===== src/source/fpu_ss_pkg.sv =====
/*
  Shared widths, operation codes and interface structs of the FP offload
  subsystem. Imported by every RTL module and by the testbench.
*/
package fpu_ss_pkg;

  // --------------------------------------------------------------------------
  // Widths
  // --------------------------------------------------------------------------
  localparam int XLEN       = 32;
  localparam int REG_ADDR_W = 5;
  localparam int NUM_REGS   = 2 ** REG_ADDR_W;
  localparam int ID_W       = 4;

  // Both FMV directions share OP_FMV, the decoded fp/int flags set the direction
  typedef enum logic [2:0] {
    OP_NONE   = 3'd0,
    OP_FMV    = 3'd1,
    OP_FSGNJ  = 3'd2,
    OP_FSGNJN = 3'd3,
    OP_FSGNJX = 3'd4,
    OP_FEQ    = 3'd5,
    OP_FLT    = 3'd6,
    OP_FLE    = 3'd7
  } fpu_op_e;

  // --------------------------------------------------------------------------
  // Issue interface
  // --------------------------------------------------------------------------
  typedef struct packed {
    logic [XLEN-1:0] instr;
    logic [XLEN-1:0] rs1;
    logic [ID_W-1:0] id;
  } issue_req_t;

  typedef struct packed {
    logic accept;
    logic writeback;
  } issue_resp_t;

  // Decoder output
  typedef struct packed {
    fpu_op_e               op;
    logic [REG_ADDR_W-1:0] rs1;
    logic [REG_ADDR_W-1:0] rs2;
    logic [REG_ADDR_W-1:0] rd;
    logic                  rs1_is_fp;
    logic                  rs2_used;
    logic                  rd_is_fp;
    logic                  valid_op;
  } decoded_t;

  // Pipeline input, operands already selected
  typedef struct packed {
    fpu_op_e               op;
    logic [XLEN-1:0]       a;
    logic [XLEN-1:0]       b;
    logic [REG_ADDR_W-1:0] rd;
    logic                  rd_is_fp;
    logic [ID_W-1:0]       id;
  } exec_in_t;

  // Result interface, we marks an integer register write
  typedef struct packed {
    logic [XLEN-1:0]       data;
    logic [REG_ADDR_W-1:0] rd;
    logic [ID_W-1:0]       id;
    logic                  we;
  } result_t;

endpackage


===== src/source/fpu_ss.sv =====
/*
  Top level of the FP offload subsystem. Connects issue, decode, register
  file, scoreboard and pipeline, and drives the result interface.
*/
`timescale 1ns/10ps

module fpu_ss
  import fpu_ss_pkg::*;
(
  input  logic        clk_i,
  input  logic        rst_i,

  // Issue interface
  input  logic        issue_valid_i,
  input  issue_req_t  issue_req_i,
  output logic        issue_ready_o,
  output issue_resp_t issue_resp_o,

  // Result interface
  output logic        result_valid_o,
  output result_t     result_o,
  input  logic        result_ready_i
);

  decoded_t        dec;
  logic [XLEN-1:0] rdata_a;
  logic [XLEN-1:0] rdata_b;
  exec_in_t        exec_in;
  logic            exec_valid;
  logic            exec_ready;
  logic            result_xfer;
  logic            result_is_fp;

  fpu_ss_decoder u_decoder (
    .instr_i (issue_req_i.instr),
    .dec_o   (dec)
  );

  assign issue_resp_o.accept    = dec.valid_op;
  assign issue_resp_o.writeback = dec.valid_op & ~dec.rd_is_fp;

  // --------------------------------------------------------------------------
  // Operand fetch
  // --------------------------------------------------------------------------
  fpu_ss_regfile u_regfile (
    .clk_i     (clk_i),
    .rst_i     (rst_i),
    .raddr_a_i (dec.rs1),
    .raddr_b_i (dec.rs2),
    .rdata_a_o (rdata_a),
    .rdata_b_o (rdata_b),
    .we_i      (result_xfer & result_is_fp),
    .waddr_i   (result_o.rd),
    .wdata_i   (result_o.data)
  );

  // FMV.W.X takes its operand from the integer side
  assign exec_in.op       = dec.op;
  assign exec_in.a        = dec.rs1_is_fp ? rdata_a : issue_req_i.rs1;
  assign exec_in.b        = rdata_b;
  assign exec_in.rd       = dec.rd;
  assign exec_in.rd_is_fp = dec.rd_is_fp;
  assign exec_in.id       = issue_req_i.id;

  fpu_ss_controller u_controller (
    .clk_i         (clk_i),
    .rst_i         (rst_i),
    .issue_valid_i (issue_valid_i),
    .dec_i         (dec),
    .issue_ready_o (issue_ready_o),
    .exec_valid_o  (exec_valid),
    .exec_ready_i  (exec_ready),
    .wb_valid_i    (result_xfer),
    .wb_addr_i     (result_o.rd),
    .wb_is_fp_i    (result_is_fp)
  );

  fpu_ss_exec u_exec (
    .clk_i       (clk_i),
    .rst_i       (rst_i),
    .in_valid_i  (exec_valid),
    .in_ready_o  (exec_ready),
    .in_i        (exec_in),
    .out_valid_o (result_valid_o),
    .out_ready_i (result_ready_i),
    .out_o       (result_o),
    .out_is_fp_o (result_is_fp)
  );

  assign result_xfer = result_valid_o & result_ready_i;

endmodule


===== src/source/fpu_ss_controller.sv =====
/*
  Issue control. Tracks pending FP register writes in a scoreboard and holds
  issue back on a hazard or when the pipeline is full.
*/
`timescale 1ns/10ps

module fpu_ss_controller
  import fpu_ss_pkg::*;
(
  input  logic                  clk_i,
  input  logic                  rst_i,

  // Issue side
  input  logic                  issue_valid_i,
  input  decoded_t              dec_i,
  output logic                  issue_ready_o,

  // Pipeline input handshake
  output logic                  exec_valid_o,
  input  logic                  exec_ready_i,

  // Result transfer
  input  logic                  wb_valid_i,
  input  logic [REG_ADDR_W-1:0] wb_addr_i,
  input  logic                  wb_is_fp_i
);

  logic [NUM_REGS-1:0] sb_q;
  logic                hazard_rs1;
  logic                hazard_rs2;
  logic                hazard_rd;
  logic                hazard;
  logic                issue_fp_write;

  // --------------------------------------------------------------------------
  // Hazard detection
  // --------------------------------------------------------------------------
  assign hazard_rs1 = dec_i.rs1_is_fp & sb_q[dec_i.rs1];
  assign hazard_rs2 = dec_i.rs2_used  & sb_q[dec_i.rs2];
  // WAW, keeps one pending write per register
  assign hazard_rd  = dec_i.rd_is_fp  & sb_q[dec_i.rd];
  assign hazard     = dec_i.valid_op & (hazard_rs1 | hazard_rs2 | hazard_rd);

  assign issue_ready_o = exec_ready_i & ~hazard;
  assign exec_valid_o  = issue_valid_i & dec_i.valid_op & ~hazard;

  assign issue_fp_write = exec_valid_o & exec_ready_i & dec_i.rd_is_fp;

  // --------------------------------------------------------------------------
  // Scoreboard
  // --------------------------------------------------------------------------
  // Set and clear never hit the same entry, a set needs the bit clear
  always_ff @(posedge clk_i) begin
    if (rst_i) begin
      sb_q <= '0;
    end else begin
      if (wb_valid_i && wb_is_fp_i) begin
        sb_q[wb_addr_i] <= 1'b0;
      end
      if (issue_fp_write) begin
        sb_q[dec_i.rd] <= 1'b1;
      end
    end
  end

endmodule


===== src/source/fpu_ss_decoder.sv =====
/*
  Decodes one offloaded instruction word. Combinational, it feeds both the
  issue response and the operand fetch.
*/
`timescale 1ns/10ps

module fpu_ss_decoder
  import fpu_ss_pkg::*;
(
  input  logic [XLEN-1:0] instr_i,
  output decoded_t        dec_o
);

  localparam logic [6:0] OPC_OP_FP   = 7'b1010011;
  localparam logic [6:0] F7_FMV_W_X  = 7'b1111000;
  localparam logic [6:0] F7_FMV_X_W  = 7'b1110000;
  localparam logic [6:0] F7_FSGNJ    = 7'b0010000;
  localparam logic [6:0] F7_FCMP     = 7'b1010000;

  logic [6:0] opcode;
  logic [6:0] funct7;
  logic [2:0] funct3;
  logic       rs2_zero;

  assign opcode   = instr_i[6:0];
  assign funct7   = instr_i[31:25];
  assign funct3   = instr_i[14:12];
  assign rs2_zero = (instr_i[24:20] == '0);

  always_comb begin
    dec_o           = '0;
    dec_o.op        = OP_NONE;
    dec_o.rs1       = instr_i[19:15];
    dec_o.rs2       = instr_i[24:20];
    dec_o.rd        = instr_i[11:7];

    if (opcode == OPC_OP_FP) begin
      case (funct7)
        F7_FMV_W_X: begin
          if (funct3 == 3'b000 && rs2_zero) begin
            dec_o.op       = OP_FMV;
            dec_o.rd_is_fp = 1'b1;
            dec_o.valid_op = 1'b1;
          end
        end
        F7_FMV_X_W: begin
          if (funct3 == 3'b000 && rs2_zero) begin
            dec_o.op        = OP_FMV;
            dec_o.rs1_is_fp = 1'b1;
            dec_o.valid_op  = 1'b1;
          end
        end
        F7_FSGNJ: begin
          dec_o.rs1_is_fp = 1'b1;
          dec_o.rs2_used  = 1'b1;
          dec_o.rd_is_fp  = 1'b1;
          case (funct3)
            3'b000:  dec_o.op = OP_FSGNJ;
            3'b001:  dec_o.op = OP_FSGNJN;
            3'b010:  dec_o.op = OP_FSGNJX;
            default: dec_o.op = OP_NONE;
          endcase
          dec_o.valid_op = (dec_o.op != OP_NONE);
        end
        F7_FCMP: begin
          // Compares write an integer register
          dec_o.rs1_is_fp = 1'b1;
          dec_o.rs2_used  = 1'b1;
          case (funct3)
            3'b010:  dec_o.op = OP_FEQ;
            3'b001:  dec_o.op = OP_FLT;
            3'b000:  dec_o.op = OP_FLE;
            default: dec_o.op = OP_NONE;
          endcase
          dec_o.valid_op = (dec_o.op != OP_NONE);
        end
        default: ;
      endcase
    end
  end

endmodule


===== src/source/fpu_ss_exec.sv =====
/*
  Two-stage execution pipeline for moves, sign injection and compares.
  Stage one holds operands, stage two holds the result until it is taken.
*/
`timescale 1ns/10ps

module fpu_ss_exec
  import fpu_ss_pkg::*;
(
  input  logic     clk_i,
  input  logic     rst_i,

  input  logic     in_valid_i,
  output logic     in_ready_o,
  input  exec_in_t in_i,

  output logic     out_valid_o,
  input  logic     out_ready_i,
  output result_t  out_o,
  output logic     out_is_fp_o
);

  exec_in_t        s1_q;
  logic            s1_valid_q;
  logic            s1_ready;
  result_t         s2_q;
  logic            s2_is_fp_q;
  logic            s2_valid_q;
  logic            s2_ready;

  logic [XLEN-1:0] op_a;
  logic [XLEN-1:0] op_b;
  logic            a_lt_b;
  logic            a_eq_b;
  logic [XLEN-1:0] res_d;

  // A stage takes new data when empty or when its content moves on
  assign s2_ready   = ~s2_valid_q | out_ready_i;
  assign s1_ready   = ~s1_valid_q | s2_ready;
  assign in_ready_o = s1_ready;

  always_ff @(posedge clk_i) begin
    if (rst_i) begin
      s1_valid_q <= 1'b0;
      s2_valid_q <= 1'b0;
    end else begin
      if (s1_ready) begin
        s1_valid_q <= in_valid_i;
      end
      if (s2_ready) begin
        s2_valid_q <= s1_valid_q;
      end
    end
  end

  // --------------------------------------------------------------------------
  // Stage two datapath
  // --------------------------------------------------------------------------
  assign op_a   = s1_q.a;
  assign op_b   = s1_q.b;
  assign a_eq_b = (op_a == op_b);

  // Sign-magnitude order, so -0 sorts below +0
  always_comb begin
    if (op_a[XLEN-1] != op_b[XLEN-1]) begin
      a_lt_b = op_a[XLEN-1];
    end else if (op_a[XLEN-1]) begin
      a_lt_b = (op_a[XLEN-2:0] > op_b[XLEN-2:0]);
    end else begin
      a_lt_b = (op_a[XLEN-2:0] < op_b[XLEN-2:0]);
    end
  end

  always_comb begin
    case (s1_q.op)
      OP_FMV:    res_d = op_a;
      OP_FSGNJ:  res_d = {op_b[XLEN-1], op_a[XLEN-2:0]};
      OP_FSGNJN: res_d = {~op_b[XLEN-1], op_a[XLEN-2:0]};
      OP_FSGNJX: res_d = {op_a[XLEN-1] ^ op_b[XLEN-1], op_a[XLEN-2:0]};
      OP_FEQ:    res_d = {{(XLEN-1){1'b0}}, a_eq_b};
      OP_FLT:    res_d = {{(XLEN-1){1'b0}}, a_lt_b};
      OP_FLE:    res_d = {{(XLEN-1){1'b0}}, a_lt_b | a_eq_b};
      default:   res_d = '0;
    endcase
  end

  always_ff @(posedge clk_i) begin
    if (in_valid_i && s1_ready) begin
      s1_q <= in_i;
    end
    if (s1_valid_q && s2_ready) begin
      s2_q.data  <= res_d;
      s2_q.rd    <= s1_q.rd;
      s2_q.id    <= s1_q.id;
      s2_q.we    <= ~s1_q.rd_is_fp;
      s2_is_fp_q <= s1_q.rd_is_fp;
    end
  end

  assign out_valid_o = s2_valid_q;
  assign out_o       = s2_q;
  assign out_is_fp_o = s2_is_fp_q;

endmodule


===== src/source/fpu_ss_regfile.sv =====
/*
  Single-precision register file, 32 entries. Two asynchronous read ports,
  one synchronous write port.
*/
`timescale 1ns/10ps

module fpu_ss_regfile
  import fpu_ss_pkg::*;
(
  input  logic                  clk_i,
  input  logic                  rst_i,
  input  logic [REG_ADDR_W-1:0] raddr_a_i,
  input  logic [REG_ADDR_W-1:0] raddr_b_i,
  output logic [XLEN-1:0]       rdata_a_o,
  output logic [XLEN-1:0]       rdata_b_o,
  input  logic                  we_i,
  input  logic [REG_ADDR_W-1:0] waddr_i,
  input  logic [XLEN-1:0]       wdata_i
);

  logic [XLEN-1:0] regs_q [NUM_REGS];

  always_ff @(posedge clk_i) begin
    if (rst_i) begin
      for (int i = 0; i < NUM_REGS; i++) begin
        regs_q[i] <= '0;
      end
    end else if (we_i) begin
      regs_q[waddr_i] <= wdata_i;
    end
  end

  assign rdata_a_o = regs_q[raddr_a_i];
  assign rdata_b_o = regs_q[raddr_b_i];

endmodule


===== config.mk =====
export PLATFORM = sky130hd
export DESIGN_NAME = fpu_ss
export DESIGN_NICKNAME = d
export VERILOG_FILES = /design/src/source/fpu_ss_pkg.sv /design/src/source/fpu_ss.sv /design/src/source/fpu_ss_controller.sv /design/src/source/fpu_ss_decoder.sv /design/src/source/fpu_ss_exec.sv /design/src/source/fpu_ss_regfile.sv
export SDC_FILE = /design/constraint.sdc
export NUM_CORES = 2
export LEC_CHECK = 0
export BUFFER_PORTS_ARGS = -buffer_cell sky130_fd_sc_hd__buf_2
export CORE_MARGIN = 1
export CORE_UTILIZATION = 50
export DETAILED_ROUTE_END_ITERATION = 10
export PLACE_DENSITY = 0.76
export SLEW_MARGIN = 20
export SYNTH_ARGS = -nofsm -noshare
export SYNTH_HDL_FRONTEND = slang
export SYNTH_SLANG_ARGS = --single-unit

===== constraint.sdc =====
create_clock -name clk_i -period 34.8 [get_ports clk_i]
set_input_delay 8.7 -clock clk_i [delete_from_list [all_inputs] [get_ports clk_i]]
set_output_delay 8.7 -clock clk_i [all_outputs]
set_load 0.01 [all_outputs]

After elaboration in Yosys (flattened, before gate mapping):

Memory sizes are Yosys's and may differ from the RTL's. A register that Yosys moved wholly into a read port is not among the register bits.
Index checks and enable logic that the tools add are counted.
W data, S select, Z words.

* register bits after elaboration: 122
* bits in writable memories: 1024
* input port bits: 72
* output and inout bits: 46
* logic and storage cells: 118
* memories: 1

Memories
* u_regfile.regs_q: depth 32, width 32, read ports 2, clocked after memory_dff 1, wr ports 32, RTL line fpu_ss_regfile.sv:21 `logic [XLEN-1:0] regs_q [NUM_REGS];`

* order comparisons: 8
* eq/ne operators: 16
* multiplexer cells: 40
* bitwise logic cells: 27
* reduce and logical (&&, ||, !) cells: 13

Operators with widths (count)
* $pmux W32 S7: 1
* $mux W32: 5
* $and A32 B32 Y32: 1
* $eq A32 B32 Y1: 1
* $not A32 Y32: 1
* $or A32 B32 Y32: 1
* $reduce_or A32 Y1: 1
* $gt A31 B31 Y1: 1
* $lt A31 B31 Y1: 1
* $eq A7 B7 Y1 const B: 4
* $pmux W3 S3: 3
* $lt A5 B6 Y1 const B: 4
* $mux W1: 16
* $bmux W1 S5: 3
* $and A1 B1 Y1: 12
* $eq A3 B3 Y1 const B: 4
* $mux W3: 4
* $demux W1 S5: 2
* $ge A5 B1 Y1 const B: 2
* $eq A3 B2 Y1 const B: 3
* $eq A7 B5 Y1 const B: 1
* $eq A3 B1 Y1 const B: 2
* $logic_and A1 B1 Y1: 6
* $not A1 Y1: 6
* other kinds (12): 19

Longest topological paths before layout:

* depth in word-level cells: 16
* mapped depth: 9
* gate-level depth less buffers: 8

Cells and area by module:

Synthesis repeated with hierarchy kept, for this count alone.

* cells, all modules: 5268
* area total of the unflattened synthesis: 64659.5 µm²

Modules (own cells, without submodules)
* fpu_ss_regfile: times used 1, cells an instance 4640, area an instance 56467.9 µm², seq. area each 30749.5 µm²
* fpu_ss_exec: times used 1, cells an instance 290, area an instance 4782.1 µm², seq. area each 3643.5 µm²
* fpu_ss_controller: times used 1, cells an instance 258, area an instance 2518.7 µm², seq. area each 640.6 µm²
* fpu_ss: times used 1, cells an instance 39, area an instance 563.0 µm², seq. area each 0.0 µm²
* fpu_ss_decoder: times used 1, cells an instance 41, area an instance 327.8 µm², seq. area each 0.0 µm²

Worst setup path before layout:

OpenSTA, ideal clock, no wires.

* path type: input to output
* start: input issue_req_i[51] (netlist bit)
* end: output issue_ready_o
* data arrival time: 10436 ps
* required time: 26100 ps
* path slack: 15664 ps
* stages: 7
* buffers on the path: 1
* path through: buf_6 > mux4_2 > mux4_2 > mux2i_1 > or2_2 > nand2_1 > a21boi_0

* cells in the longest elaborated chain, start to end: 8

RTL lines
* from (decl): RTL line fpu_ss.sv:15 `input issue_req_t issue_req_i,`
* $bmux W1 S5: RTL line fpu_ss_controller.sv:38 `assign hazard_rs1 = dec_i.rs1_is_fp & sb_q[dec_i.rs1];`
* $mux W1 (implied by the code): RTL line fpu_ss_controller.sv:38
* $and A1 B1 Y1: RTL line fpu_ss_controller.sv:38
* $or A1 B1 Y1 (2 in series): RTL line fpu_ss_controller.sv:42 `assign hazard = dec_i.valid_op & (hazard_rs1 | hazard_rs2 | hazard_rd);`
* $and A1 B1 Y1: RTL line fpu_ss_controller.sv:42
* $not A1 Y1: RTL line fpu_ss_controller.sv:44 `assign issue_ready_o = exec_ready_i & ~hazard;`
* $and A1 B1 Y1: RTL line fpu_ss_controller.sv:44
* to (decl): RTL line fpu_ss.sv:16 `output logic issue_ready_o,`

Every way passes these cells. The select of a mux whose other input is x is not followed.

Worst setup path after layout:

Ends and elaborated chain as after synthesis.

==> metrics.txt <==
drt pass-1 iters 6; Starting Density 50.5%; CP arrival 11.96 ns; Yosys reg bits 1178; WHS 0.424 ns; WP data required 26.10 ns; post-synthesis sequential area ratio 56.9%; Iteration-0 DRC Markers 6727; Max-slew headroom 18.7%; Critical Path Sink Type output pin; Final Hold Fails 0; critical path startpoint category input pin; vias post-DR 38300; top cells by area, synth edfxtp_1 56%, mux4_2 24%, and2_1 11%, clkbuf_1 1.9%, dfxtp_1 1.1%; top-level I/O count 118; Post-synth EDFFs 1144; Netlist cell types 57; gr ovfl total 0; port bufs 117; CTS sink cnt 1178; Total GRT Usage 31.3%; Die Height 353 µm; clk buf depth 3; GPL Wtd Cong 0.917; Final Cycle Share 59.4%; fin. max-slew vios 0; die width 353 µm; WL final 195000 µm; Post-Syn Area per Cell 16.2 µm²; leakage power total 23.9 nW; area delta synth->final 9.88%; critical path peak fanout 52; vias in the first global route 37700; share of post-route cells with drive strength above 1 30.1%; CTS tree built; final core utilization 55.5%; area leader, netlist edfxtp_1; initial antenna violation count 16; CTS H-tree lvls 3; min Tclk post-route 20.66 ns; Vias/cell 6.96; largest net degree at the start of global routing 136; worst slew pin tran 1.21 ns; peak supply drop 42.8 µV; HP Class reg -> reg; Core Region 0.122 mm²; FP Rows 128; # nets final 3872; ys flop type edfxtp_1; Die Area 0.125 mm²; endpoints failing setup 0; Achievable Freq 48.4 MHz; Root Driver clkbuf_16; Hold Buf Count CTS 0; total CTS buffers 117; # Max-Cap Violations 0; Yosys top cell area share 55.8%; syn nets 3907; clk_skew 0.0255 ns; Post-CTS Setup Repair Bufs 0; # resized after CTS 0; fillcell total 9241; hpwl dp 110000 µm; CTS clk-pin slew, worst paths 0.06 ns; routed len/inst 35.4 µm; cells after synthesis 3804; critical path type in -> out; Yosys Warn Count 0; RSZ-0062 raised after global routing no; synthesized area 0.0616 mm²; PD cells 46.5 mW/mm²; status finished clean; first-pass GRT wire length 274000 µm; Remaining DRCs 0; asr flop ratio synth 0%; ANT nets after route 0; setup_tns 0 ns; Skew-Pair Late Insertion Delay 0.73 ns
cell type report:
| type | instances | area [µm²] | share of cell area [%] |
|---|---|---|---|
| sequential | 1178 | 35000 | 51.8 |
| antenna | 9 | 22.5 | 0.0333 |
| clock buffer | 148 | 3090 | 4.57 |
| inverter | 71 | 267 | 0.394 |
| tap | 1625 | 2030 | 3.01 |
| multi-input combinational | 2172 | 25000 | 37.0 |
| clock inverter | 71 | 612 | 0.905 |
| timing repair buffer | 229 | 1550 | 2.29 |
worst max-delay path, stage by stage:
cell	delay [ns]
buf_8	0.52
buf_4	0.82
mux4_2	0.60
mux4_2	0.48
mux2i_1	0.17
or2_2	0.22
nand2_1	0.10
a21boi_0	0.18
buf_2	0.15
routing by layer:
| layer | global-route usage (%) | share of wire, % |
|---|---|---|
| met3 | 9.66 | 16 |
| met4 | 12.9 | 4.7 |
| met1 | 42.8 | 35 |
| met2 | 46.7 | 45 |
| met5 | 0 | 0.050 |
cells by family (layout without fill, tap and decap cells):
group / after synthesis / count (layout) / synth area share (%)
muxes: 734 / 734 / 25.5
and+or+nand+nor: 1259 / 1259 / 12.4
buffers and inverters: 454 / 519 / 2.91
DFF: 1178 / 1178 / 56.9
other: 0 / 9 / 0
AOI/OAI and AO/OA: 146 / 146 / 1.54
xor gates and xnor gates: 2 / 2 / 0.0285
adders and majority gates: 31 / 31 / 0.630
Yosys cell counts, types with 15 or more instances:
cell type  number
o22ai_1        20
buf_2          56
dfxtp_1        34
nand2_1        67
o31ai_1        15
mux2_2         32
clkbuf_1      308
and2_1       1055
a21o_1         16
o21ai_0        39
mux2i_1        36
mux4_2        666
buf_1          16
edfxtp_1     1144
inv_1          71
ha_1           31
nor2_1         40
a21oi_1        29
nor3_1         22
through the flow:
step                area, µm²  instances  setup WS (ns)  total power (W)
global route            67600       5494          13.85          0.00321
detailed placement      63900       5273          14.04          0.00191
finish                  67600       5503          14.14          0.00315
global placement        63900       5272          14.01          0.00191
floorplan               61600       3804          15.66          0.00182
CTS                     67600       5492          14.02          0.00314
layout by cell type, fill, tap and decap left out, drive strengths merged, types with 9 or more instances in the layout:
master / n
o21ai: 39
a21o: 16
nor2: 40
diode: 9
inv: 76
mux2i: 36
nor3: 22
buf: 229
clkbuf: 148
and2: 1056
o22ai: 20
o31ai: 17
edfxtp: 1144
dfxtp: 34
bufinv: 9
a21oi: 29
mux4: 666
nor4: 10
nand2: 67
clkinv: 55
nand4: 9
nand3: 14
mux2: 32
ha: 31
path summary, 6_finish.rpt:
check                           cells past startpoint  slack [ns]         endpoint                  start
worst max-delay path                                9       14.14    issue_ready_o        issue_req_i[51]
worst min-delay path                                0        0.42  u_exec.out_o[1]         u_exec.s1_q[0]
worst max register to register                      8       31.08  u_exec.op_a[19]  u_controller.sb_q[23]
worst min register to register                      0        0.42  u_exec.out_o[1]         u_exec.s1_q[0]
report_power, final:
part           leakage (nW)  internal (W)  switching [W]
Sequential             11.9       0.00159      0.0000211
Combinational          10.2      0.000125       0.000150
Clock                  1.81      0.000694       0.000563
sequential cells by signal (all words and copies together) (netlist names):
| name | count |
|---|---|
| u_controller.sb_q | 32 |
| u_exec.op_a | 32 |
| u_exec.op_b | 32 |
| u_exec.out_is_fp_o | 1 |
| u_exec.out_o | 42 |
| u_exec.out_valid_o | 1 |
| u_exec.s1_q | 13 |
| u_exec.s1_valid_q | 1 |
| u_regfile.regs_q | 1024 |
No activity file was read; power rests on OpenSTA's default activity.
